**src/hdl/pov_pkg.sv**
```systemverilog
`default_nettype none

package pov_pkg;

    // Each half turn between two Hall tops is split into this many slices
    localparam int SLICES_PER_HALF_TURN = 128;

    // A full turn covers both half turns
    localparam int NUM_SLICES = 2 * SLICES_PER_HALF_TURN;

    // Widest LED column that the datapath can carry
    localparam int MAX_LEDS = 64;

    // Slice number over a full turn
    // Values 0 to 127 follow hall_1 and values 128 to 255 follow hall_2
    typedef logic [$clog2(NUM_SLICES)-1:0] slice_t;

    // Rotation speed in turns per second
    typedef logic [15:0] speed_t;

    // One LED column, bit i drives LED i
    // Only the low NUM_LEDS bits reach the LED drivers
    typedef logic [MAX_LEDS-1:0] led_col_t;

endpackage

`default_nettype wire

```
**src/hdl/mem_pkg.sv**
```systemverilog
`default_nettype none

package mem_pkg;

    // Access type of one frame memory transfer
    typedef enum logic {
        MEM_READ  = 1'b0,
        MEM_WRITE = 1'b1
    } mem_op_e;

    // Command that a requester holds stable until its ack rises
    typedef struct packed {
        mem_op_e            op;
        pov_pkg::slice_t    addr;
        pov_pkg::led_col_t  wdata;
    } mem_req_t;

    // Request side of one arbiter port
    // The ack and the read data come back on separate signals
    typedef struct packed {
        logic     req;
        mem_req_t cmd;
    } mem_port_t;

endpackage

`default_nettype wire

```
**src/hdl/column_streamer.sv**
```systemverilog
`default_nettype none

module column_streamer #(
    parameter int NUM_LEDS = 16
) (
    input  wire                 clk,
    input  wire                 nrst,
    input  wire pov_pkg::slice_t   slice_cnt,
    input  wire                 position_sync,
    input  wire                 mem_ack,
    input  wire pov_pkg::led_col_t mem_rdata,
    output mem_pkg::mem_port_t  mem_port,
    output logic                led_sdo,
    output logic                led_sclk,
    output logic                led_latch
);
    import pov_pkg::*;
    import mem_pkg::*;

    localparam int BIT_W = (NUM_LEDS > 1) ? $clog2(NUM_LEDS) : 1;

    typedef enum logic [1:0] {
        FETCH_IDLE,
        FETCH_REQ,
        FETCH_DROP
    } fetch_state_e;

    typedef enum logic [1:0] {
        SHIFT_IDLE,
        SHIFT_LOW,
        SHIFT_HIGH,
        SHIFT_LATCH
    } shift_state_e;

    fetch_state_e     fetch_state;
    shift_state_e     shift_state;
    logic             pend_valid;
    slice_t           pend_slice;
    logic             fetch_req;
    slice_t           fetch_addr;
    logic             fetch_valid;
    led_col_t         fetch_buf;
    led_col_t         shift_buf;
    logic [BIT_W-1:0] bit_idx;
    logic             fetch_start;
    logic             buf_move;

    // A fetch starts only into an empty fetch buffer
    assign fetch_start = (fetch_state == FETCH_IDLE) && pend_valid && !fetch_valid;
    assign buf_move    = (shift_state == SHIFT_IDLE) && fetch_valid;

    // The newest slice overwrites a slice whose fetch has not started
    always_ff @(posedge clk or negedge nrst) begin
        if (!nrst) begin
            pend_valid <= 1'b0;
            pend_slice <= '0;
        end else if (position_sync) begin
            pend_valid <= 1'b1;
            pend_slice <= slice_cnt;
        end else if (fetch_start) begin
            pend_valid <= 1'b0;
        end
    end

    // Four-phase read, waiting for ack to fall before the next request
    always_ff @(posedge clk or negedge nrst) begin
        if (!nrst) begin
            fetch_state <= FETCH_IDLE;
            fetch_req   <= 1'b0;
            fetch_addr  <= '0;
            fetch_valid <= 1'b0;
        end else begin
            if (buf_move) begin
                fetch_valid <= 1'b0;
            end
            case (fetch_state)
                FETCH_IDLE: begin
                    if (fetch_start) begin
                        fetch_req   <= 1'b1;
                        fetch_addr  <= pend_slice;
                        fetch_state <= FETCH_REQ;
                    end
                end
                FETCH_REQ: begin
                    if (mem_ack) begin
                        fetch_req   <= 1'b0;
                        fetch_valid <= 1'b1;
                        fetch_state <= FETCH_DROP;
                    end
                end
                FETCH_DROP: begin
                    if (!mem_ack) begin
                        fetch_state <= FETCH_IDLE;
                    end
                end
                default: fetch_state <= FETCH_IDLE;
            endcase
        end
    end

    // Column data moves from the memory to the fetch buffer, then on
    always_ff @(posedge clk) begin
        if (fetch_state == FETCH_REQ && mem_ack) begin
            fetch_buf <= mem_rdata;
        end
        if (buf_move) begin
            shift_buf <= fetch_buf;
        end
    end

    // Two cycles per bit, highest LED first, then one latch cycle
    always_ff @(posedge clk or negedge nrst) begin
        if (!nrst) begin
            shift_state <= SHIFT_IDLE;
            bit_idx     <= '0;
        end else begin
            case (shift_state)
                SHIFT_IDLE: begin
                    if (buf_move) begin
                        bit_idx     <= BIT_W'(NUM_LEDS - 1);
                        shift_state <= SHIFT_LOW;
                    end
                end
                SHIFT_LOW: shift_state <= SHIFT_HIGH;
                SHIFT_HIGH: begin
                    if (bit_idx == '0) begin
                        shift_state <= SHIFT_LATCH;
                    end else begin
                        bit_idx     <= bit_idx - 1'b1;
                        shift_state <= SHIFT_LOW;
                    end
                end
                default: shift_state <= SHIFT_IDLE;
            endcase
        end
    end

    // bit_idx only changes after the high phase, so led_sdo is stable
    // across the rising edge of led_sclk
    assign led_sclk  = (shift_state == SHIFT_HIGH);
    assign led_latch = (shift_state == SHIFT_LATCH);
    assign led_sdo   = (shift_state == SHIFT_LOW || shift_state == SHIFT_HIGH) &&
                       shift_buf[bit_idx];

    always_comb begin
        mem_port.req       = fetch_req;
        mem_port.cmd.op    = MEM_READ;
        mem_port.cmd.addr  = fetch_addr;
        mem_port.cmd.wdata = '0;
    end

endmodule

`default_nettype wire

```
**config.mk**
```make
export PLATFORM = sky130hd
export DESIGN_NAME = column_streamer
export DESIGN_NICKNAME = d
export VERILOG_FILES = /design/src/hdl/pov_pkg.sv /design/src/hdl/mem_pkg.sv /design/src/hdl/column_streamer.sv
export SDC_FILE = /design/constraint.sdc
export NUM_CORES = 1
export LEC_CHECK = 0
export BUFFER_PORTS_ARGS = -buffer_cell sky130_fd_sc_hd__buf_2
export CORE_AREA = 2 2 80 82
export DETAILED_ROUTE_END_ITERATION = 8
export DIE_AREA = 0 0 82 84
export PLACE_DENSITY = 0.83
export SLEW_MARGIN = 15
export SYNTH_ARGS = -nofsm -noshare
export SYNTH_HDL_FRONTEND = slang
export SYNTH_SLANG_ARGS = --single-unit
```
**constraint.sdc**
```tcl
create_clock -name clk -period 5.4 [get_ports clk]
set_clock_uncertainty 0.2 [all_clocks]
set_input_delay 0.81 -clock clk [delete_from_list [all_inputs] [get_ports clk]]
set_output_delay 0.81 -clock clk [all_outputs]
set_load 0.05 [all_outputs]
```
Word level (Yosys, flattened, before mapping) --
Index checks and enable logic that the tools add are counted.
Cells by class: add/sub/neg operators 1, $lt $le $gt $ge 1, eq/ne operators 10, mux-type cells 20, reductions and logical operators 17
Operators by type and width (number):
- case mux 2 bit (3 select lines) | 2
- 2-to-1 mux 2 bit | 5
- != test 2 bit, second input constant | 5
- AND reduction 3 bit | 3
- 2-to-1 mux 1 bit | 8
- 2-to-1 mux 4 bit | 2
- case mux 4 bit (2 select lines) | 1
- < comparator 4 x 7 -> 1 bit, second input constant | 1
- equality test 2 bit, second input constant | 3
- nonzero test 2 bit | 3
- logical AND 1 bit | 5
- binary-select mux 1 bit (select 4 bit) | 1
- equality test 2 x 1 -> 1 bit, second input constant | 2
- logical NOT 2 bit | 2
- logical NOT 4 bit | 1
- subtractor 4 x 1 -> 4 bit, second input constant | 1
- case mux 1 bit (2 select lines) | 1
- AND reduction 2 bit | 1
- logical NOT 1 bit | 1
- logical OR 1 bit | 1
Storage, ports and cells: flip-flop bits (word level) 59, input port bits 76, output and inout port bits 77, logic and storage cells 59

Longest topological paths before layout --
depth in word-level cells 5, gate-level depth with buffers 7, depth with buffers taken out 6

Least setup slack after synthesis --
OpenSTA, ideal clock, no wires.
path type register -> output, from register bit_idx[0], to output led_sdo, arrival time 1.489 ns, data required time 4.390 ns, path slack 2.901 ns, stages on the path, launching flop included 6, path buffers 1, cells stage by stage dfrtp_1 -> buf_4 -> mux2_1 -> o22ai_1 -> o32ai_1 -> and2_1
Between the ends: word-level cells in the longest chain between the ends 3
RTL lines:
- from (decl) | line column_streamer.sv:44 | logic [BIT_W-1:0] bit_idx;
- from (signal assigned) | line column_streamer.sv:120 | bit_idx <= BIT_W'(NUM_LEDS - 1);
- from (signal assigned) | line column_streamer.sv:129 | bit_idx <= bit_idx - 1'b1;
- binary-select mux 1 bit (select 4 bit) | line column_streamer.sv:143 | shift_buf[bit_idx];
- 2-to-1 mux 1 bit (not written as such) | line column_streamer.sv:143
- logical AND 1 bit | line column_streamer.sv:142 | assign led_sdo = (shift_state == SHIFT_LOW || shift_state == SHIFT_HIGH) &&
- to (decl) | line column_streamer.sv:13 | output logic led_sdo,
No other way between the ends. The select of a mux whose other input is x is not followed.

Final worst setup path --
Ends and elaborated chain as after synthesis.

==> impl_metrics.env <==
export IMPL_drt_iter0_markers=31
export IMPL_required_ps=4390
export IMPL_grt_pass1_vias=1296
export IMPL_postCtsHoldBufs=0
export IMPL_die_area_um2=6890
export IMPL_vias_per_cell=4.40
export IMPL_overflow=0
export IMPL_synth_edf_count=32
export IMPL_relSlewSlack=0.540
export IMPL_drtPass1Iterations=4
export IMPL_core_area_um2=6100
export IMPL_avgRoutedWirePerCell_um=11.4
export IMPL_cp_start_kind="register"
export IMPL_period_share=0.610
export IMPL_ios=153
export IMPL_row_count=29
export IMPL_cts_clk_slew_worst_paths_ps=60
export IMPL_outcome="finished, final reports clean"
export IMPL_path_max_fanout=12
export IMPL_hp_start="fetch_buf[15]"
export IMPL_grt_pass1_wl_um=5920
export IMPL_syn_inst=202
export IMPL_synth_area_um2=2780
export IMPL_max_freq_mhz=304
export IMPL_cp_buffers_inverters=1
export IMPL_fin_util=0.484
export IMPL_critPathSlowestCell="mux4_1"
export IMPL_worstPathCellList="mux4_1 -> o22ai_1 -> o32ai_1 -> and2_1 -> buf_2"
export IMPL_yosysWarnings=0
export IMPL_cts_path_max_buffers=2
export IMPL_postCtsSetupBuffers=0
export IMPL_synthFlopType="edfxtp_1"
export IMPL_synth_cell_types=34
export IMPL_nets=327
export IMPL_totalWireLength_um=3740
export IMPL_cp_end_kind="output port"
export IMPL_crit_family="multiplexers"
export IMPL_critical_path_arrival_ps=2280
export IMPL_cap_violations=0
export IMPL_layout_min_cycle_time_ps=3290
export IMPL_area_delta_synth_final_pct=6.07
export IMPL_start_util=0.456
export IMPL_slew_violations=0
export IMPL_asyncSetResetFlopFracSynth=0.458
export IMPL_avgSynthCellArea_um2=13.8
export IMPL_antenna_found_initial=0
export IMPL_ctsHtreeMaxLevel=3
export IMPL_root_buffer="clkbuf_8"
export IMPL_cts_resized_gates=0
export IMPL_synth_seq_area_share=0.588
export IMPL_clock_sinks=59
export IMPL_drcViolationCount=0
export IMPL_dieWidth_um=82
export IMPL_p_per_area_nw_per_um2=539
export IMPL_antenna_left=0
export IMPL_numCtsBuffers=9
export IMPL_fin_setup_tns_ps=0
export IMPL_place_congestion=0.757
export IMPL_io_buffers=39
export IMPL_final_fill_count=524
export IMPL_ir_worst_vdd_v=0.000366
export IMPL_power_leakage_nw=1.34
export IMPL_die_y_um=84
export IMPL_setup_viol=0
export IMPL_hpwl_um=2750
export IMPL_drive_above_1_share=0.283
export IMPL_worst_pin_slew_ps=687
export IMPL_rsz0062_at_grt="false"
export IMPL_crit_reg2reg_launch="bit_idx[0]"
export IMPL_synth_seq_cells=59
export IMPL_num_vias=1444
export IMPL_critPathLaunch="bit_idx[0]"
export IMPL_worstSkewPairLatency_ps=320
export IMPL_crit_type="register to output port"
export IMPL_cts_tree="built"
export IMPL_grt_usage=0.120
export IMPL_multi_input_area_um2=845
export IMPL_grt_max_degree=28
export IMPL_hold_viol=0
export IMPL_min_path_type="register to register"
export IMPL_cpPeakStageDelay_ps=620
export IMPL_num_antenna_cells=0
export IMPL_layout_area_seq_um2=1640
-- metrics by stage --
step / cells / cell area, µm² / hold WS, ps / setup slack (ps) / total power [mW]
floorplan: 266 / 3020 / 200 / 2900 / 1.21
global placement: 312 / 2800 / 201 / 2560 / 1.26
detailed placement: 312 / 2800 / 205 / 2470 / 1.29
CTS: 328 / 2950 / 219 / 2110 / 1.60
global route: 328 / 2950 / 224 / 1990 / 1.67
finish: 328 / 2950 / 215 / 2110 / 1.59
-- Yosys cell counts, types with 2 or more instances --
library cell | number | area [µm²]
buf_4 | 67 | 503
edfxtp_1 | 32 | 961
dfrtp_1 | 27 | 676
mux2_2 | 18 | 203
inv_1 | 7 | 26.3
ha_1 | 5 | 62.6
nand2_1 | 4 | 15.0
nand2b_1 | 4 | 25.0
mux2i_1 | 3 | 30.0
o21ai_0 | 3 | 15.0
o22ai_1 | 3 | 18.8
a21oi_1 | 2 | 10.0
a31oi_1 | 2 | 12.5
and2_1 | 2 | 12.5
clkbuf_1 | 2 | 7.51
mux4_1 | 2 | 52.6
nor2_1 | 2 | 7.51
-- final cells by class --
cell class	count	area share
multi-input cells	130	0.286
clock inverters	4	0.00593
repair buffers	39	0.0661
well taps	77	0.0326
flip-flops and latches	59	0.554
clock buffers	12	0.0458
inverters	7	0.00890
-- worst reg2reg max path, stage by stage (launching register included) --
cell      delay, ps
dfrtp_1         600
inv_1            90
ha_1            220
and4bb_2        250
nor2_2          260
and4_1          240
nor2_1           40
-- routing by layer --
metal  vias to the layer above  global-route usage  wire [µm]
li1                        656                   -          -
met1                       689               0.124       1380
met2                        91               0.199       1990
met3                         8              0.0498        288
met4                         0              0.0712         87
met5                         -                   0          0
-- state kept, by name, summed over array words and instances, names as in the netlist --
name         flops
fetch_buf       16
fetch_state      2
shift_buf       16
fetch_valid      1
bit_idx          4
fetch_addr       8
shift_state      2
fetch_req        1
pend_slice       8
pend_valid       1
-- cell usage in the layout, fill, tap and decap left out, types with 3 or more instances in the layout --
cell	synthesis	final
conb_1	1	65
buf_2	1	39
edfxtp_1	32	32
dfrtp_1	27	27
mux2_2	18	18
clkbuf_8	0	9
inv_1	7	7
ha_1	5	5
nand2_1	4	4
nand2b_1	4	4
o22ai_1	3	3
o21ai_0	3	3
mux2i_1	3	3
clkbuf_1	2	3
-- power by group --
| part | switching [mW] | internal, mW | leakage, nW |
|---|---|---|---|
| combinational | 0.422 | 0.173 | 0.656 |
| clock | 0.149 | 0.162 | 0.0792 |
| sequential | 0.0732 | 0.613 | 0.603 |
-- cells by family after synthesis --
logic type | count (synthesis) | synth area share
buffers and inverters | 77 | 0.195
AND/OR/NAND/NOR | 20 | 0.0499
adder cells (fa/ha/maj) | 5 | 0.0225
AO/OA/AOI/OAI | 16 | 0.0369
flip-flops | 59 | 0.588
other | 1 | 0.00135
multiplexers | 24 | 0.107
-- path summary, 6_finish.rpt --
kind / endpoint / slack, ps / cells after the start
setup / recovery: led_sdo / 2110 / 5
hold / removal: shift_buf[15] / 210 / 0
setup reg to reg: bit_idx[2] / 3390 / 6
hold reg to reg: shift_buf[15] / 210 / 0
max in group asynchronous: bit_idx[0] / 4300 / 1
min in group asynchronous: pend_slice[4] / 300 / 1
Power figures use the tool's default switching activity.
