$ cat src/hdl/pov_pkg.sv
`default_nettype none

package pov_pkg;

    // Each half turn between two Hall tops is split into this many slices
    localparam int SLICES_PER_HALF_TURN = 128;

    // A full turn covers both half turns
    localparam int NUM_SLICES = 2 * SLICES_PER_HALF_TURN;

    // Widest LED column that the datapath can carry
    localparam int MAX_LEDS = 64;

    // Slice number over a full turn
    // Values 0 to 127 follow hall_1 and values 128 to 255 follow hall_2
    typedef logic [$clog2(NUM_SLICES)-1:0] slice_t;

    // Rotation speed in turns per second
    typedef logic [15:0] speed_t;

    // One LED column, bit i drives LED i
    // Only the low NUM_LEDS bits reach the LED drivers
    typedef logic [MAX_LEDS-1:0] led_col_t;

endpackage

`default_nettype wire

$ cat src/hdl/hall_sensor.sv
`default_nettype none

module hall_sensor #(
    parameter int CLK_HZ = 66000000
) (
    input  wire              clk,
    input  wire              nrst,
    input  wire              hall_1,
    input  wire              hall_2,
    output pov_pkg::slice_t  slice_cnt,
    output logic             position_sync,
    output pov_pkg::speed_t  speed_data
);
    import pov_pkg::*;

    localparam int SLICE_BITS = $clog2(SLICES_PER_HALF_TURN);
    localparam int COUNT_BITS = 32;
    // The slice period is the half-turn length shifted down by SLICE_BITS
    localparam int PERIOD_BITS = COUNT_BITS - SLICE_BITS;
    localparam logic [COUNT_BITS:0] CLK_HZ_W = (COUNT_BITS + 1)'(CLK_HZ);
    localparam logic [SLICE_BITS-1:0] LAST_SLICE = SLICE_BITS'(SLICES_PER_HALF_TURN - 1);

    // Half turn 1 follows hall_1, half turn 2 follows hall_2
    typedef enum logic {
        HALF_1,
        HALF_2
    } half_e;

    half_e                  half_turn;
    logic                   guard;
    logic                   top;
    logic [COUNT_BITS-1:0]  turn_count;
    logic [COUNT_BITS-1:0]  half_turn_len;
    logic                   speed_due;
    logic [PERIOD_BITS-1:0] slice_period;
    logic [PERIOD_BITS-1:0] slice_timer;
    logic [SLICE_BITS-1:0]  slice_half_cnt;

    // First cycle of a low sensor while no earlier top is still guarded
    assign top = (!hall_1 || !hall_2) && !guard;

    // The guard holds off further tops until both sensors read high again
    // Bounces on one sensor therefore collapse into a single top
    always_ff @(posedge clk or negedge nrst) begin
        if (!nrst) begin
            guard     <= 1'b0;
            half_turn <= HALF_1;
        end else if (top) begin
            guard     <= 1'b1;
            half_turn <= (!hall_1) ? HALF_1 : HALF_2;
        end else if (hall_1 && hall_2) begin
            guard <= 1'b0;
        end
    end

    // Cycle count since the previous top, restarted at 1 on every top
    // so that it equals the half-turn length in the next top cycle
    always_ff @(posedge clk or negedge nrst) begin
        if (!nrst) begin
            turn_count    <= '0;
            half_turn_len <= '0;
            slice_period  <= '0;
            speed_due     <= 1'b0;
        end else begin
            speed_due <= top;
            if (top) begin
                half_turn_len <= turn_count;
                slice_period  <= PERIOD_BITS'(turn_count >> SLICE_BITS);
                turn_count    <= COUNT_BITS'(1);
            end else if (turn_count != '1) begin
                // Saturate while the rotor is stopped
                turn_count <= turn_count + 1'b1;
            end
        end
    end

    // Speed is the clock rate over the full-turn length, one cycle after
    // the half-turn length is captured
    always_ff @(posedge clk or negedge nrst) begin
        if (!nrst) begin
            speed_data <= '0;
        end else if (speed_due) begin
            if (half_turn_len == '0) begin
                speed_data <= '0;
            end else begin
                speed_data <= speed_t'(CLK_HZ_W / {half_turn_len, 1'b0});
            end
        end
    end

    // Slice pacing restarts at every top, which gives the first pulse
    // Later pulses come every slice_period cycles, up to the last slice
    always_ff @(posedge clk or negedge nrst) begin
        if (!nrst) begin
            position_sync  <= 1'b0;
            slice_timer    <= '0;
            slice_half_cnt <= '0;
        end else begin
            position_sync <= 1'b0;
            if (top) begin
                position_sync  <= 1'b1;
                slice_timer    <= '0;
                slice_half_cnt <= '0;
            end else if (slice_period != '0 && slice_timer == slice_period - 1'b1 &&
                         slice_half_cnt != LAST_SLICE) begin
                position_sync  <= 1'b1;
                slice_timer    <= '0;
                slice_half_cnt <= slice_half_cnt + 1'b1;
            end else begin
                slice_timer <= slice_timer + 1'b1;
            end
        end
    end

    // The half-turn flag becomes the top bit of the full-turn slice number
    assign slice_cnt = {half_turn == HALF_2, slice_half_cnt};

endmodule

`default_nettype wire

$ cat config.mk
export PLATFORM = sky130hd
export DESIGN_NAME = hall_sensor
export DESIGN_NICKNAME = d
export VERILOG_FILES = /design/src/hdl/pov_pkg.sv /design/src/hdl/hall_sensor.sv
export SDC_FILE = /design/constraint.sdc
export NUM_CORES = 1
export LEC_CHECK = 0
export ABC_AREA = 1
export BUFFER_PORTS_ARGS = -buffer_cell sky130_fd_sc_hd__buf_2
export CORE_MARGIN = 2
export CORE_UTILIZATION = 30
export CTS_BUF_LIST = sky130_fd_sc_hd__clkbuf_2
export DETAILED_ROUTE_END_ITERATION = 12
export PLACE_DENSITY = 0.53
export SLEW_MARGIN = 20
export SYNTH_ARGS = -nofsm -noshare
export SYNTH_HDL_FRONTEND = slang
export SYNTH_SLANG_ARGS = --single-unit
$ cat constraint.sdc
create_clock -name clk -period 173.9 [get_ports clk]
set_clock_uncertainty 0.2 [all_clocks]
set_input_delay 17.39 -clock clk [delete_from_list [all_inputs] [get_ports clk]]
set_output_delay 17.39 -clock clk [all_outputs]
set_load 0.005 [all_outputs]
[Yosys cells after proc, flatten, opt, wreduce, memory -nomap -nowiden]
Index checks and enable logic that the tools add are counted.
Word-level totals
  bits in registers: 141
  output and inout port bits: 25
  word-level logic and storage cells: 43
Operators by class
  $add $sub $neg: 4
  divide/modulo/power cells: 1
  eq/ne operators: 3
  muxes and demuxes: 12
  reduce and logical (&&, ||, !) cells: 13
Operators with widths (number)
  two-way mux 32 bit: 2
  two-way mux 25 bit: 2
  divider 26 x 33 -> 33 bit, first input constant: 1
  adder 32 x 1 -> 32 bit, second input constant: 1
  zero test 32 bit: 1
  inequality test 32 bit, second input constant: 1
  adder 25 x 1 -> 25 bit, second input constant: 1
  equality test 25 bit: 1
  nonzero test 25 bit: 1
  subtractor 25 x 1 -> 25 bit, second input constant: 1
  two-way mux 16 bit: 1
  two-way mux 7 bit: 2
  adder 7 x 1 -> 7 bit, second input constant: 1
  inequality test 7 bit, second input constant: 1
  nonzero test 2 bit: 3
  two-way mux 1 bit: 5
  logical AND 1 bit: 4
  zero test 1 bit: 3
  logical OR 1 bit: 1

[Logic depth before layout (Yosys ltp)]
Gate-level depths: netlist of run 1.
  word-level depth: 6
  gate-level depth with buffers: 537

[Worst setup path after synthesis of run 1]
No wires, ideal clock.
  path type: register to register
  start: register half_turn_len[3]
  end: register speed_data[0]
  setup time: 158 ps
  data arrival time: 60090 ps
  path slack: 113451 ps
  cell stages (with the launch flop): 505
  period minus slack after synthesis: 60449 ps
  cells stage by stage: dfrtp_1 > inv_1 > nand4_1 > nor2_1 > nand2_1 > nor2_1 > ha_1 > o21ai_2 > a21oi_2 > nand2_1 > nand2_1 > o21ai_0 > ha_1 > nand2_1 > nand2_1 > a21oi_1 > inv_1 > nand2_2 > [... 469 more ...] > buf_2 > nand2_1 > o21ai_0 > ha_1 > nand2_1 > inv_1 > o21ai_0 > nand2_1 > a21oi_1 > o21a_1 > o21a_1 > o21ai_0 > nand3_1 > nand2_1 > nand2_1 > nand2_1 > a221oi_1 > o22ai_1
On the way
  cells in the longest elaborated chain, start to end: 2
  elaborated cells between the ends (all ways): 3
  those cells by class: 1 x div; 1 x mux; 1 x reduce/logical
RTL lines
  from (decl): RTL line hall_sensor.sv:33  | logic [COUNT_BITS-1:0] half_turn_len;
  from (signal assigned): RTL line hall_sensor.sv:67  | half_turn_len <= turn_count;
  divider 26 x 33 -> 33 bit / zero test 32 bit (equally long branches): RTL line hall_sensor.sv:86, hall_sensor.sv:83
  two-way mux 16 bit *: RTL line hall_sensor.sv:83  | if (half_turn_len == '0) begin
  to (signal assigned): RTL line hall_sensor.sv:86  | speed_data <= speed_t'(CLK_HZ_W / {half_turn_len, 1'b0});
  to (decl): RTL line hall_sensor.sv:12  | output pov_pkg::speed_t speed_data
Every way passes the cells marked *; elsewhere a longest branch is shown, timed or not.
A chain may end at the register's enable or synchronous reset.

[Final worst setup path of run 1]
  start: register half_turn_len[30]
  end: register speed_data[0]
The elaborated chain is that of the path after synthesis.

==> flow_summary.toml, run 1 <==
[outcome]
status = "finished clean"

[critical_path]
cpLargestDelayFamily = "simple AND/OR/NAND/NOR gates"
worstSetupPathType = "flip-flop to flip-flop"
critPathMaxStageDelay_ps = 750
startpoint_type = "flip-flop"
timing.critical_path.buf_inv = 60
required_ps = 174570
crit_fanout = 50
crit_path_frequent_cell = "nand2_1"
cp_slowest_cell = "inv_2"
endpoint_kind = "flip-flop"
arrival_ps = 77090

[synthesis]
syn_area_um2 = 34520
synth_edf_count = 0
yosysUniqueCellTypes = 93
ys_async_sr_fraction_pct = 100.0
syn-num-nets = 6041
yosys.cell_count.top_type = "nand2_1"
netlist_top_cells_area = "ha_1 18%, nand2_1 15%, dfrtp_1 8.4%"
yosysSeqAreaShare_pct = 8.410
yosys.area.top_type_share_pct = 18.13
avgSynthCellArea_um2 = 6.234
synthTopCellsByCount = "1394 x nand2_1, 733 x inv_1, 505 x a21oi_1"
synth.largest_area_cell = "ha_1"
yosys_most_used_dff = "dfrtp_1"
synth_warnings = 0
synth_cells = 5537
synth_seq_cells = 116

[grt]
busiest_layer = "met2"
groute.usage.overall_pct = 19.74
gr-total-overflow = 0
grt_pass1_wl_um = 184100
grt_max_degree = 91
grtUsageMet2_pct = 34.26
met1_usage_pct = 26.56
antenna_found_initial = 6
grt_pass1_vias = 33370
met3_usage_pct = 1.989

[cells_and_area]
area_delta_synth_final_pct = 5.115
multi_input_area_um2 = 27920
fillers = 12880
seq_area_um2 = 2907
drive_gt1_share_pct = 8.160
fin_nets = 6018

[cts]
cts_buffer_depth = 2
post_cts_buffers = 0
cts.clk_slew.worst_paths_ps = 300
htree_levels = 4
holdBufCountCts = 0
cts_resized = 0
cts_tree = "yes"
insertion_delay_ps = 1000
cts_sinks = 116
cts_buffers = 17
clk_root_buffer_cell = "clkbuf_2"

[floorplanning]
row_count = 124
die_h_um = 343.2
start_util_pct = 30.23
dieArea_um2 = 117800
die_x_um = 343.2
io-pin-count = 29
coreArea_um2 = 114200

[job]
maxCapViolations = 0

[sta]
fmax_mhz = 13.09
rsz0062_at_grt = "false"
finalCritPeriodShare_pct = 43.95
setup_viol = 0
hold_viol = 0
slew_headroom_pct = 27.50
setup_tns_ps = 0
tightest_slew_ps = 1086
slew_violations = 0
fin_crit_ps = 76420

[routing]
wl_um = 117300
drc = 0
drt-pass1-iter-count = 6
ant_nets = 0
drt-initial-drc-count = 2450
routed_via_density = 5.023
routedWlPerCell_um = 16.65
dr_total_vias = 35390

[worst_hold_path]
hp-class = "flip-flop to flip-flop"

[placed_design]
dp_hpwl_um = 91080
gp_congestion = 0.8832
portBuffers = 28
-- layout by cell type (no fill, tap or decap), types with 10 or more instances in the layout --
cell type and count:
o31ai_1 11, o22ai_1 18, a31oi_1 24, nand2_2 61
clkbuf_2 18, nand2_4 10, nor2_2 17, dfrtp_1 115
inv_1 733, nand4_1 48, nand3_1 303, inv_2 21
nor4_1 20, a211oi_1 21, nor3_1 71, o21ai_2 55
ha_1 500, xnor2_1 181, o21ai_1 60, a21o_1 18
nand2_1 1394, o21ai_0 232, buf_4 35, o21bai_2 14
nand3_2 37, a21oi_1 505, o21bai_1 26, a21oi_2 43
xor2_1 277, or2_2 47, o21a_1 13, o211ai_1 17
nor2_1 405, buf_2 27, and2_1 11
-- per-layer routing --
metal	wire, um	up-vias	part of all wire [%]
met5	0	-	0
met3	5139	115	4.4
met1	55470	16240	47
met4	1779	0	1.5
li1	-	18300	-
met2	54960	736	47
-- registers in the layout, indices dropped and copies added, names as in the netlist --
signal          count
guard               1
half_turn           1
half_turn_len      32
position_sync       1
slice_half_cnt      7
slice_timer        25
speed_data         16
speed_due           1
turn_count         32
-- worst reg2reg max path, delay by kind of cell, from the launching register on --
| family | cells | cell delay (ps) |
|---|---|---|
| and+or+nand+nor | 225 | 27520 |
| buffers and inverters | 60 | 11010 |
| DFF | 1 | 500 |
| AOI/OAI and AO/OA | 172 | 27320 |
| adders and majority gates | 30 | 9770 |
-- logic make-up (layout without fill, tap and decap cells) --
| family | after synthesis | after routing | share of synthesized area (%) |
|---|---|---|---|
| adders and majority gates | 500 | 500 | 18.13 |
| buffers and inverters | 867 | 857 | 10.77 |
| muxes | 3 | 3 | 0.09787 |
| xor gates and xnor gates | 458 | 458 | 11.62 |
| other | 1 | 8 | 0.01086 |
| AOI/OAI and AO/OA | 1121 | 1121 | 19.59 |
| DFF | 116 | 116 | 8.410 |
| and+or+nand+nor | 2471 | 2471 | 31.37 |
-- final cells by class --
cell class	count	share of cell area, %
inverter	762	7.949
clock buffer	18	0.2483
antenna	7	0.04828
tap	1512	5.214
clock inverter	14	0.4587
sequential	116	8.011
multi-input combinational	4554	76.94
timing repair buffer	63	1.128
-- through the flow --
step | setup slack (ps) | util (%) | hold slack (ps) | cell area [um2] | cells
after floorplan | 113450 | - | 253.0 | 34520 | 5537
final | 97480 | 31.77 | 327.6 | 36280 | 7046
after global placement | 99930 | 31.53 | 278.8 | 36010 | 7007
after CTS | 98050 | 31.76 | 326.2 | 36260 | 7039
after detailed placement | 98210 | 31.53 | 279.1 | 36010 | 7007
after global routing | 88760 | 31.77 | 345.7 | 36270 | 7043
-- final timing paths --
| kind | from | slack [ps] | end | depth (start not counted) |
|---|---|---|---|---|
| setup reg to reg | half_turn_len[30] | 97480 | speed_data[0] | 487 |
| max in group asynchronous | nrst | 156010 | half_turn_len[14] | 2 |
| setup / recovery | half_turn_len[30] | 97480 | speed_data[0] | 487 |
| min in group asynchronous | nrst | 16160 | speed_data[4] | 1 |
| hold / removal | slice_timer[0] | 330 | slice_timer[0] | 1 |
| hold reg to reg | slice_timer[0] | 330 | slice_timer[0] | 1 |
Power of run 1 is left out: the tool's default activity adds up to more than one toggle a clock period on the data nets, which glitch-free logic cannot reach.
==> run 2: changes to the inputs <==
PLACE_DENSITY = 0.54   (was 0.53)
clock period = 65.4 ns   (was 173.9 ns; I/O delays follow)
==> run 2 against run 1 <==
Effect of this change: die area is the same; wire length grew 9.6%; non-clock buffer count grew 409; critical path type unchanged; critical endpoint unchanged.
==> flow_summary.toml, run 2 (synthesis gave the netlist of run 1 again) <==
[outcome]
status = "finished clean"

[cts]
htree_levels = 4
cts.clk_slew.worst_paths_ps = 200
insertion_delay_ps = 1020
clk_root_buffer_cell = "clkbuf_2"
cts_tree = "yes"
cts_buffer_depth = 2
cts_buffers = 17
cts_sinks = 116

[placed_design]
dp.cells = 7231
gp_congestion = 0.9233
portBuffers = 28
dp_hpwl_um = 95480
place_worst_setup_slack_ps = -2157

[floorplanning]
io-pin-count = 29
dieArea_um2 = 117800
row_count = 124
die_x_um = 343.2
start_util_pct = 30.23
die_h_um = 343.2
coreArea_um2 = 114200

[grt]
grt_pass1_wl_um = 189400
grt_pass1_vias = 34640
grt_max_degree = 91
antenna_found_initial = 5
groute.usage.overall_pct = 20.34
gr-total-overflow = 0

[cells_and_area]
fillers = 12510
layout_commonest_cell = "nand2_1"
drive_gt1_share_pct = 21.06
fin_nets = 6442
area_delta_synth_final_pct = 22.58
seq_area_um2 = 2920
final_core_util_pct = 37.05
multi_input_area_um2 = 30360
final_cell_mix = "1308 x nand2_1, 709 x inv_1, 447 x a21oi_1"
reg_top3 = "half_turn_len: 32 flops, turn_count: 32 flops, slice_timer: 25 flops"
layout.cells.non_filler = 7466

[worst_hold_path]
hold_depth = 1
min_to = "slice_timer[0]"
min-delay-start = "slice_timer[0]"
hp-class = "flip-flop to flip-flop"

[sta]
fmax_mhz = 16.30
tightest_slew_ps = 1127
fin_crit_ps = 61350
hold_viol = 0
slew_violations = 0
finalCritPeriodShare_pct = 93.81
slew_headroom_pct = 22.95
worst_slack_ps = 4050
setup_viol = 0

[routing]
drt-initial-drc-count = 2759
routed_via_density = 5.061
routedWlPerCell_um = 17.23
drc = 0
ant_nets = 0
wl_um = 128600
drt-pass1-iter-count = 6
dr_total_vias = 37780

[critical_path]
cpLargestDelayFamily = "compound AO/OA/AOI/OAI gates"
r2r_end = "speed_data[0]"
crit_fanout = 11
timing.critical_path.buf_inv = 65
critPathMaxStageDelay_ps = 480
rr_worst_depth = 489
cp_slowest_cell = "dfrtp_2"
r2r-start = "half_turn_len[20]"
required_ps = 66050
startpoint_type = "flip-flop"
endpoint_kind = "flip-flop"
arrival_ps = 62000
reg2reg_slack_ps = 4050
worstSetupPathType = "flip-flop to flip-flop"
crit_path_frequent_cell = "nand2_1"

[job]
maxCapViolations = 0
## run 2: cell count changes in the layout (fill, tap and decap cells not counted), moves of 24 or more
cell and delta:
nor2_2 +25, ha_4 +82, o21ai_0 -41, nor2_1 -30, nand2_2 +77, a21oi_2 +54
buf_4 +369, ha_1 -87, a21oi_1 -58, nand2_1 -86, inv_1 -24
## run 2: worst reg2reg max path: cells and delay by family, from the launching register on
kind	cells	cell delay [ps]
xor gates and xnor gates	1	160
AOI/OAI and AO/OA	164	23570
adders and majority gates	30	8020
buffers and inverters	65	6350
and+or+nand+nor	229	22370
DFF	1	480
## run 2: timing repair
item | CTS | global route
setup buffers | 4 | 170
hold buffers | 0 | 0
hold endpoints to repair | 0 | 0
pin swaps | 3 | 213
resized for setup | 15 | 529
cloned | 4 | 22
setup endpoints to repair | 2 | 3
## run 2: cell type report
class	instances	area share [%]
Antenna cell	3	0.01774
Clock buffer	19	0.2247
Clock inverter	13	0.3696
Inverter	762	6.988
Multi-Input combinational cell	4562	71.76
Sequential cell	116	6.902
Tap cell	1512	4.471
Timing Repair Buffer	472	9.144
Timing Repair inverter	7	0.1242
## run 2: worst max path at each step
stage                     depth (start not counted)  slack, ps         startpoint       endpoint
after floorplan                                 504       4950   half_turn_len[3]  speed_data[0]
after global placement                          484       -640  half_turn_len[21]  speed_data[0]
after detailed placement                        489      -2160  half_turn_len[21]  speed_data[0]
after CTS                                       489          7  half_turn_len[21]  speed_data[0]
after global routing                            503       -900  half_turn_len[20]  speed_data[0]
final                                           489       4050  half_turn_len[20]  speed_data[0]
## run 2: routing by layer
metal	routed length, um	GRT usage, %	share of wire, %	up-vias
li1	-	-	-	19220
met1	59420	27.06	46	17520
met5	0	0	0	-
met2	60170	34.42	47	851
met3	5531	2.366	4.3	189
met4	3502	5.795	2.7	0
## run 2: stage by stage
| stage | hold slack [ps] | TNS [ps] | cell area [um2] |
|---|---|---|---|
| 6_report | 322.5 | 0 | 42310 |
| 5_1_grt | 344.7 | -904.1 | 42310 |
| 4_1_cts | 324.3 | 0 | 38170 |
| 3_5_place_dp | 292.9 | -2623 | 37800 |
| 3_3_place_gp | 288.4 | -636.3 | 37800 |
| 2_1_floorplan | 253.0 | 0 | 34520 |
Power of run 2 is left out for the same reason.
