[src/hdl/pov_pkg.sv]
`default_nettype none

package pov_pkg;

    // Each half turn between two Hall tops is split into this many slices
    localparam int SLICES_PER_HALF_TURN = 128;

    // A full turn covers both half turns
    localparam int NUM_SLICES = 2 * SLICES_PER_HALF_TURN;

    // Widest LED column that the datapath can carry
    localparam int MAX_LEDS = 64;

    // Slice number over a full turn
    // Values 0 to 127 follow hall_1 and values 128 to 255 follow hall_2
    typedef logic [$clog2(NUM_SLICES)-1:0] slice_t;

    // Rotation speed in turns per second
    typedef logic [15:0] speed_t;

    // One LED column, bit i drives LED i
    // Only the low NUM_LEDS bits reach the LED drivers
    typedef logic [MAX_LEDS-1:0] led_col_t;

endpackage

`default_nettype wire

[src/hdl/mem_pkg.sv]
`default_nettype none

package mem_pkg;

    // Access type of one frame memory transfer
    typedef enum logic {
        MEM_READ  = 1'b0,
        MEM_WRITE = 1'b1
    } mem_op_e;

    // Command that a requester holds stable until its ack rises
    typedef struct packed {
        mem_op_e            op;
        pov_pkg::slice_t    addr;
        pov_pkg::led_col_t  wdata;
    } mem_req_t;

    // Request side of one arbiter port
    // The ack and the read data come back on separate signals
    typedef struct packed {
        logic     req;
        mem_req_t cmd;
    } mem_port_t;

endpackage

`default_nettype wire

[src/hdl/mem_arbiter.sv]
`default_nettype none

module mem_arbiter (
    input  wire                    clk,
    input  wire                    nrst,
    input  wire mem_pkg::mem_port_t stream_port,
    input  wire mem_pkg::mem_port_t host_port,
    input  wire pov_pkg::led_col_t ram_rdata,
    output logic                   stream_ack,
    output pov_pkg::led_col_t      stream_rdata,
    output logic                   host_ack,
    output pov_pkg::led_col_t      host_rdata,
    output logic                   ram_en,
    output logic                   ram_we,
    output pov_pkg::slice_t        ram_addr,
    output pov_pkg::led_col_t      ram_wdata
);
    import pov_pkg::*;
    import mem_pkg::*;

    typedef enum logic [1:0] {
        ARB_IDLE,
        ARB_ACCESS,
        ARB_ACK,
        ARB_RELEASE
    } arb_state_e;

    arb_state_e state;
    logic       grant_host;
    led_col_t   rdata_q;
    mem_port_t  owner_port;

    // Request of the port that holds the grant
    assign owner_port = grant_host ? host_port : stream_port;

    // ACCESS drives the RAM, ACK takes its data and raises ack,
    // RELEASE waits for the owner to drop req
    always_ff @(posedge clk or negedge nrst) begin
        if (!nrst) begin
            state      <= ARB_IDLE;
            grant_host <= 1'b0;
            stream_ack <= 1'b0;
            host_ack   <= 1'b0;
        end else begin
            case (state)
                ARB_IDLE: begin
                    // The streamer wins a tie so that the display never stalls
                    if (stream_port.req) begin
                        grant_host <= 1'b0;
                        state      <= ARB_ACCESS;
                    end else if (host_port.req) begin
                        grant_host <= 1'b1;
                        state      <= ARB_ACCESS;
                    end
                end
                ARB_ACCESS: state <= ARB_ACK;
                ARB_ACK: begin
                    // Only the port that owns the grant sees its ack rise
                    stream_ack <= !grant_host;
                    host_ack   <= grant_host;
                    state      <= ARB_RELEASE;
                end
                ARB_RELEASE: begin
                    if (!owner_port.req) begin
                        stream_ack <= 1'b0;
                        host_ack   <= 1'b0;
                        state      <= ARB_IDLE;
                    end
                end
                default: state <= ARB_IDLE;
            endcase
        end
    end

    // Read data is held until the next grant reaches ARB_ACK
    always_ff @(posedge clk) begin
        if (state == ARB_ACK) begin
            rdata_q <= ram_rdata;
        end
    end

    assign ram_en    = (state == ARB_ACCESS);
    assign ram_we    = ram_en && (owner_port.cmd.op == MEM_WRITE);
    assign ram_addr  = owner_port.cmd.addr;
    assign ram_wdata = owner_port.cmd.wdata;

    assign stream_rdata = rdata_q;
    assign host_rdata   = rdata_q;

endmodule

`default_nettype wire

[config.mk]
export PLATFORM = sky130hd
export DESIGN_NAME = mem_arbiter
export DESIGN_NICKNAME = d
export VERILOG_FILES = /design/src/hdl/pov_pkg.sv /design/src/hdl/mem_pkg.sv /design/src/hdl/mem_arbiter.sv
export SDC_FILE = /design/constraint.sdc
export NUM_CORES = 1
export LEC_CHECK = 0
export ABC_AREA = 1
export BUFFER_PORTS_ARGS = -buffer_cell sky130_fd_sc_hd__buf_2
export CAP_MARGIN = 20
export CORE_AREA = 4 4 162 164
export DETAILED_ROUTE_END_ITERATION = 12
export DIE_AREA = 0 0 166 168
export GPL_TIMING_DRIVEN = 0
export PLACE_DENSITY = 0.4
export SYNTH_ARGS = -nofsm -noshare
export SYNTH_HDL_FRONTEND = slang
export SYNTH_SLANG_ARGS = --single-unit
[constraint.sdc]
create_clock -name clk -period 3.5 [get_ports clk]
set_input_delay 0.175 -clock clk [delete_from_list [all_inputs] [get_ports clk]]
set_output_delay 0.175 -clock clk [all_outputs]
set_load 0.03 [all_outputs]
# After elaboration in Yosys (flattened, before gate mapping)
# Cells that the tools add are included.
[op_classes]
mux = 10
n_reduce_logical = 8
eq_ne = 5
[ops]
columns = ["op", "count"]
rows = [
  ["two-way mux 74 bit", 1],
  ["one-hot mux 2 bit (4 select lines)", 1],
  ["two-way mux 2 bit", 3],
  ["AND reduction 2 bit", 3],
  ["equality test 2 bit (second input constant)", 2],
  ["one-hot mux 1 bit (2 select lines)", 2],
  ["nonzero test 2 bit", 2],
  ["two-way mux 1 bit", 3],
  ["inequality test 3 bit (second input constant)", 1],
  ["equality test 2 x 1 -> 1 bit (second input constant)", 1],
  ["logical NOT 2 bit", 1],
  ["inequality test 2 bit (second input constant)", 1],
  ["logical AND 1 bit", 1],
  ["logical NOT 1 bit", 1],
]
[word_totals]
word_cells = 28
inputBits = 214
out_inout_bits = 204
ff_bits = 69

# Longest topological paths before layout
# Gate-level depths: netlist of the first run.
[logic_depth]
word_depth = 3
depth_mapped = 6
depth_no_buf = 6

# Worst setup path after synthesis of the first run
# No wires, ideal clock.
[synth_path]
kind = "flip-flop to flip-flop"
startpoint = "register state[0]"
endpoint = "register host_ack"
arrival_time_ps = 2585
required_ps = 3376
stages_incl_launch_ff = 7
n_path_buf = 0
setup_slack_ps = 791
setup_ps = 124
period_less_slack_ps = 2709
path_cell_list = "dfrtp_1 -> inv_1 -> ha_1 -> or2_2 -> nand2_1 -> nand2_1 -> nand2_1"
[synth_via]
elab_chain_cells = 3
word_cells_on_any_way = 6
classes_between = "eq/ne (3); mux (1); reduce/logical (2)"
[synth_lines]
columns = ["item", "line", "text"]
rows = [
  ["start: declaration", "mem_arbiter.sv:28", "arb_state_e state;"],
  ["start signal: assignment", "mem_arbiter.sv:40", "state <= ARB_IDLE;"],
  ["start signal: assignment", "mem_arbiter.sv:50", "state <= ARB_ACCESS;"],
  ["start signal: assignment", "mem_arbiter.sv:53", "state <= ARB_ACCESS;"],
  ["equality test 2 bit", "mem_arbiter.sv:45", "case (state)"],
  ["inequality test 2 bit (no line) or nonzero test 2 bit (tied branches)", "n/a", ""],
  ["AND reduction 2 bit (no line)", "n/a", ""],
  ["end signal: assignment", "mem_arbiter.sv:60", "host_ack <= grant_host;"],
  ["end: declaration", "mem_arbiter.sv:11", "output logic host_ack,"],
]
# Parallel ways exist; a longest one is shown, timed or not.
# A chain may end at the register's enable or synchronous reset.

# Worst setup path after layout of the first run
[layout_path]
startpoint = "register grant_host"
endpoint = "output ram_wdata[26]"
[layout_via]
elab_chain_cells = 1
[layout_lines]
columns = ["item", "line", "text"]
rows = [
  ["start: declaration", "mem_arbiter.sv:29", "logic grant_host;"],
  ["start signal: assignment", "mem_arbiter.sv:41", "grant_host <= 1'b0;"],
  ["start signal: assignment", "mem_arbiter.sv:49", "grant_host <= 1'b0;"],
  ["start signal: assignment", "mem_arbiter.sv:52", "grant_host <= 1'b1;"],
  ["two-way mux 74 bit", "mem_arbiter.sv:34", "assign owner_port = grant_host ? host_port : stream_port;"],
  ["end: declaration", "mem_arbiter.sv:16", "output pov_pkg::led_col_t ram_wdata"],
]
# Every way passes these cells.

==> out/qor.yml, run 1 <==
status:
  status: "finished clean"
global_routing:
  grt_overflow: 0
  first_global_vias: 4424
  grt_pass1_wl_um: 24700
  grt_antenna_before_repair: 0
  grt_max_degree: 46
  grtUsageTotal: 0.114
sta:
  drv_slew: 0
  hold_violations: 0
  tightest_slew_ns: 0.432
  setup-tns-final_ns: 0
  skew_ns: 0.00855
  max_slew_margin: 0.712
  rsz0062_at_grt: "no"
  worst_slack_ns: 1.67
  period_needed_ns: 1.83
  setup_violations: 0
  period_share: 0.523
  max_freq_ghz: 0.547
yosys:
  synth_ff_type: "edfxtp_1"
  synth-seq-cells: 69
  yosysMostFrequentCell: "nand2_1"
  synth_top_area_frac: 0.528
  syn-instance-count: 404
  ys_async_sr_fraction: 0.0725
  yosysWarnings: 0
  syn_nets: 624
  synth_cell_types: 13
  yosys.area.top_type: "edfxtp_1"
  synth_edf_count: 64
  syn_area_per_cell_um2: 9.02
  netlist_top_cells_area: "edfxtp_1 53%, nand2_1 23%, buf_4 14%"
  yosysSeqAreaShare: 0.562
  netlist_area_mm2: 0.00364
  synth_common_cells: "228 x nand2_1, 68 x buf_4, 64 x edfxtp_1"
finish:
  drive_above_1_share: 0.604
  final_cell_area_mm2: 0.00666
  nFillCells: 2759
  antenna_cells: 0
  syn2layout_area_growth_pct: 82.9
  fin_nets: 1067
place:
  dp_slack_ns: 1.74
  gp_congestion: 0.781
  portBuffers: 417
  post_dp_cell_area_mm2: 0.00618
  hpwl_um: 14600
power:
  seqPwrFrac: 0.220
  ir_drop_uv: 405
  switchingPower_mw: 3.24
  p_leak_nw: 3.71
  p_int_mw: 3.11
  swShare: 0.510
  power_frac_comb: 0.616
  power-per-cell-area_mw_per_mm2: 952
  clkPwrFrac: 0.164
detailed_routing:
  drtIter0Drc: 108
  num_vias: 4193
  wl_um: 16900
  drc_errors: 0
  first_pass_iters: 4
  avgViaCountPerCell: 3.55
  wl_per_cell_um: 14.3
  ant_nets: 0
hold_path:
  whs_path_depth: 1
  hp-start: "ram_rdata[19]"
  hold_class: "in2reg"
critical_path:
  critPathRequiredTime_ns: 3.32
  regToRegStartpoint: "state[0]"
  cp-startpoint: "grant_host"
  worst_setup_path_start_kind: "flip-flop"
  critPathKind: "reg2out"
  worstPathArrival_ns: 1.65
  end_kind: "primary output"
  crit_path_max_fanout: 10
  reg2reg_depth: 7
clock_network:
  clk_path_buf_depth: 2
  cts_tree: "done"
  cts_root_buf: "clkbuf_16"
  numClockSinks: 69
  cts_setup_buffers: 0
  cts_buffers: 9
  post_cts_resized: 0
  clkLatencyLatePin_ns: 0.33
  htreeDepth: 3
  clk_pin_slew_ns: 0.06
floorplanning:
  start_util: 0.146
  io_pins: 418
  die_w_um: 166
  core_mm2: 0.0249
  num_rows: 58
  die_h_um: 168
  die_area_mm2: 0.0279
flow_run:
  maxCapViolations: 0
==> layer usage <==
| metal | vias to the layer above | wire length [µm] | global-route usage | share of wire |
|---|---|---|---|---|
| li1 | 2097 | - | - | - |
| met1 | 1813 | 6110 | 0.118 | 0.36 |
| met2 | 265 | 8960 | 0.219 | 0.53 |
| met3 | 18 | 1550 | 0.0369 | 0.092 |
| met4 | 0 | 296 | 0.0337 | 0.018 |
| met5 | - | 0 | 0 | 0 |
==> state kept, by name, summed over array words and instances, names as in the netlist <==
signal,cells
stream_ack,1
grant_host,1
host_ack,1
state,2
host_rdata,64
==> worst max-delay path, cell delays in order (launching register included) <==
cell,delay [ns]
dfrtp_1,0.41
inv_2,0.10
buf_4,0.20
buf_2,0.24
nand2_1,0.12
nand2_1,0.07
buf_2,0.19
==> timing repair <==
item,in CTS,in global routing
hold buffers,9,5
endpoints found under the setup margin,0,0
hold endpoints to repair,13,5
==> stage by stage <==
stage	cells	utilization	total power [mW]	hold WS, ns
finish	1182	0.268	6.34	0.0197
global route	1182	0.268	6.76	0.000249
CTS	1177	0.266	6.48	0.0000253
detailed placement	1152	0.248	5.39	0.0170
global placement	1151	0.247	5.40	0.0136
floorplan	404	-	4.10	-0.121
==> cell usage in the layout (no fill, tap or decap), drive strengths merged <==
master	instances
nor2	2
buf	497
dfrtp	5
dlygate4sd3	14
edfxtp	64
clkinv	3
bufinv	3
inv	8
o21ai	3
nand3	6
nand2	228
clkbuf	11
or2	2
ha	6
==> path summary, 6_finish.rpt <==
kind | to | slack, ns
setup / recovery | ram_wdata[26] | 1.67
hold / removal | host_rdata[19] | 0.02
setup reg to reg | host_ack | 1.79
hold reg to reg | stream_ack | 0.47
max in group asynchronous | state[0] | 3.08
min in group asynchronous | grant_host | 0.27
==> power groups by stage <==
| stage | Sequential, mW | Combinational (mW) | Clock, mW |
|---|---|---|---|
| 5_1_grt | 1.44 | 4.21 | 1.11 |
| 3_5_place_dp | 1.42 | 3.97 | 0 |
| 4_1_cts | 1.41 | 3.98 | 1.08 |
| 6_report | 1.40 | 3.90 | 1.04 |
| 3_3_place_gp | 1.45 | 3.95 | 0 |
| 2_1_floorplan | 1.84 | 2.26 | 0 |
==> cell type report <==
class / count / area, µm² / share of cell area
Inverter: 8 / 30.0 / 0.00451
Tap cell: 330 / 413 / 0.0620
Timing Repair Buffer: 432 / 2250 / 0.338
Multi-Input combinational cell: 247 / 1010 / 0.151
Clock inverter: 6 / 111 / 0.0167
Sequential cell: 69 / 2050 / 0.307
Clock buffer: 10 / 229 / 0.0344
Buffer: 80 / 569 / 0.0854
==> kinds of logic after synthesis <==
group	after synthesis	synth area share
compound gates	3	0.00412
flops	69	0.562
simple gates	238	0.249
buf+inv	88	0.165
fa+ha+maj	6	0.0206
Note: power is estimated with default switching activity, not from simulation.
==> inputs of run 2 (changes only) <==
--- a/config.mk
+++ b/config.mk
@@ -8,11 +8,11 @@
 export ABC_AREA = 1
 export BUFFER_PORTS_ARGS = -buffer_cell sky130_fd_sc_hd__buf_2
 export CAP_MARGIN = 20
-export CORE_AREA = 4 4 162 164
+export CORE_AREA = 4 4 160 162
 export DETAILED_ROUTE_END_ITERATION = 12
-export DIE_AREA = 0 0 166 168
+export DIE_AREA = 0 0 164 166
 export GPL_TIMING_DRIVEN = 0
-export PLACE_DENSITY = 0.4
+export PLACE_DENSITY = 0.42
 export SYNTH_ARGS = -nofsm -noshare
 export SYNTH_HDL_FRONTEND = slang
 export SYNTH_SLANG_ARGS = --single-unit
==> constraint.sdc (replaced) <==
create_clock -name clk -period 1.6 [get_ports clk]
set_input_delay 0.08 -clock clk [delete_from_list [all_inputs] [get_ports clk]]
set_output_delay 0.08 -clock clk [all_outputs]
set_load 0.03 [all_outputs]
==> out/qor.yml, run 2 (same netlist as run 1, synthesis figures left out) <==
detailed_routing:
  wl_um: 17900  # was 16900 µm
  drc_errors: 0  # unchanged
  drtIter0Drc: 135  # was 108
  ant_nets: 0  # unchanged
  wl_per_cell_um: 14.5  # was 14.3 µm
  first_pass_iters: 4  # unchanged
  avgViaCountPerCell: 3.65  # was 3.55
  num_vias: 4507  # was 4193
power:
  p_int_mw: 8.06  # was 3.11 mW
  p_leak_nw: 4.18  # was 3.71 nW
  seqPwrFrac: 0.194  # was 0.220
  swShare: 0.495  # was 0.510
  total_power_mw: 16.0  # was 6.34 mW
  power-per-cell-area_mw_per_mm2: 1990  # was 952 mW/mm²
  clkPwrFrac: 0.126  # was 0.164
  ir_drop_uv: 1120  # was 405 µV
  power_frac_comb: 0.680  # was 0.616
  switchingPower_mw: 7.91  # was 3.24 mW
critical_path:
  rrSetupSlack_ns: 0.27  # was 1.79 ns
  cp-startpoint: "grant_host"  # unchanged
  crit_path_max_fanout: 6  # was 10
  reg2reg_depth: 3  # was 7
  rr_endpoint: "host_rdata[34]"  # was host_ack
  critPathRequiredTime_ns: 1.52  # was 3.32 ns
  critPathKind: "reg2out"  # unchanged
  worstPathArrival_ns: 1.48  # was 1.65 ns
  worst_setup_path_start_kind: "flip-flop"  # unchanged
  end_kind: "primary output"  # unchanged
  regToRegStartpoint: "state[0]"  # unchanged
  critPathCapture: "ram_wdata[26]"  # unchanged
finish:
  drive_above_1_share: 0.664  # was 0.604
  nFillCells: 2539  # was 2759
  syn2layout_area_growth_pct: 120  # was 82.9%
  multi_input_comb_area_mm2: 0.00123  # was 0.00101 mm²
  largest_reg_flops: 64  # unchanged
  antenna_cells: 0  # unchanged
  layout_commonest_cell: "buf_2"  # unchanged
  seqCellArea_mm2: 0.00205  # about the same
  post-route-util: 0.333  # was 0.268
  final_cells: 1236  # was 1182
  fin_nets: 1127  # was 1067
  layout_common_cells: "353 x buf_2, 153 x nand2_1, 72 x buf_4, 69 x nand2_2, 65 x dlygate4sd3_1"  # was 428 x buf_2, 228 x nand2_1, 68 x buf_4, 64 x edfxtp_1, 14 x dlygate4sd3_1
clock_network:
  cts_buffers: 9  # unchanged
  cts_tree: "done"  # unchanged
  numClockSinks: 69  # unchanged
  clk_path_buf_depth: 2  # unchanged
  cts_root_buf: "clkbuf_16"  # unchanged
  clkLatencyLatePin_ns: 0.33  # about the same
  clk_pin_slew_ns: 0.07  # was 0.06 ns
  htreeDepth: 3  # unchanged
place:
  portBuffers: 417  # unchanged
  dp.cells: 1145  # was 1152
  hpwl_um: 13500  # was 14600 µm
  gp_congestion: 0.777  # was 0.781
  dp_slack_ns: -0.321  # was 1.74 ns
floorplanning:
  num_rows: 57  # was 58
  die_h_um: 166  # was 168 µm
  io_pins: 418  # unchanged
  die_w_um: 164  # was 166 µm
  start_util: 0.151  # was 0.146
  core_mm2: 0.0241  # was 0.0249 mm²
  die_area_mm2: 0.0272  # was 0.0279 mm²
global_routing:
  grt_max_degree: 34  # was 46
  grt_pass1_wl_um: 25100  # was 24700 µm
  first_global_vias: 4666  # was 4424
  grtUsageTotal: 0.119  # was 0.114
  grt_overflow: 0  # unchanged
  grt_antenna_before_repair: 0  # unchanged
sta:
  max_freq_ghz: 0.641
  worst_slack_ns: 0.0398  # was 1.67 ns
  skew_ns: 0.00770  # was 0.00855 ns
  drv_slew: 0  # unchanged
  tightest_slew_ns: 0.223  # was 0.432 ns
  period_needed_ns: 1.56
  setup_violations: 0  # unchanged
  hold_violations: 0  # unchanged
  period_share: 0.975
  max_slew_margin: 0.851  # was 0.712
  setup-tns-final_ns: 0  # unchanged
  rsz0062_at_grt: "yes"  # was no
status:
  status: "finished clean"  # unchanged
flow_run:
  maxCapViolations: 0  # unchanged
hold_path:
  hold_class: "in2reg"  # unchanged
-- run 2: power by group through the flow --
stage,Sequential [mW],Combinational [mW],Clock (mW)
final,3.10,10.9,2.01
after global routing,3.17,11.5,2.22
after CTS,3.10,9.59,2.13
after detailed placement,3.14,8.57,0
after global placement,3.14,8.59,0
after floorplan,3.99,4.99,0
-- run 2: layout make-up --
| cell class | count | share of cell area |
|---|---|---|
| inverters | 8 | 0.00437 |
| flip-flops and latches | 69 | 0.256 |
| plain buffers | 80 | 0.0832 |
| multi-input cells | 247 | 0.154 |
| repair buffers | 492 | 0.415 |
| clock buffers | 9 | 0.0281 |
| clock inverters | 7 | 0.00952 |
| well taps | 324 | 0.0506 |
-- run 2: repair_timing --
action                                  CTS  global route
resized for setup                        76           169
gates cloned                              2             5
setup buffers                             2             1
pin swaps                                 0            10
hold endpoints to repair                 69             0
hold buffers                             65             0
endpoints found under the setup margin  129            97
-- run 2: worst min-delay path by stage --
stage	from	to	slack, ns	cells after the start
6_report	stream_port[73]	grant_host	0.07	4
5_1_grt	stream_port[73]	grant_host	0.1	4
4_1_cts	stream_port[73]	grant_host	0.05	4
3_5_place_dp	nrst	host_ack	-0.09	1
3_3_place_gp	nrst	host_ack	-0.09	1
2_1_floorplan	nrst	grant_host	-0.22	0
-- run 2: critical path: stages, from the launching register on --
cell       delay (ns)
dfrtp_2          0.45
clkinv_4         0.12
clkbuf_16        0.18
clkbuf_16        0.16
nand2_2          0.06
nand2_2          0.05
buf_6            0.13
-- run 2: per-layer routing --
layer,global-route usage,share of wire,wire length (µm),vias up
li1,-,-,-,2221
met5,0,0,0,-
met3,0.0283,0.085,1520,18
met4,0.0478,0.024,432,0
met2,0.228,0.53,9470,262
met1,0.124,0.36,6520,2006
-- run 2: per-stage QoR --
step                instance area (µm²)  hold slack [ns]
detailed placement                 6150          -0.0921
global placement                   6150          -0.0919
global route                       8020           0.0956
finish                             8020           0.0684
CTS                                7390           0.0466
floorplan                          3660           -0.216
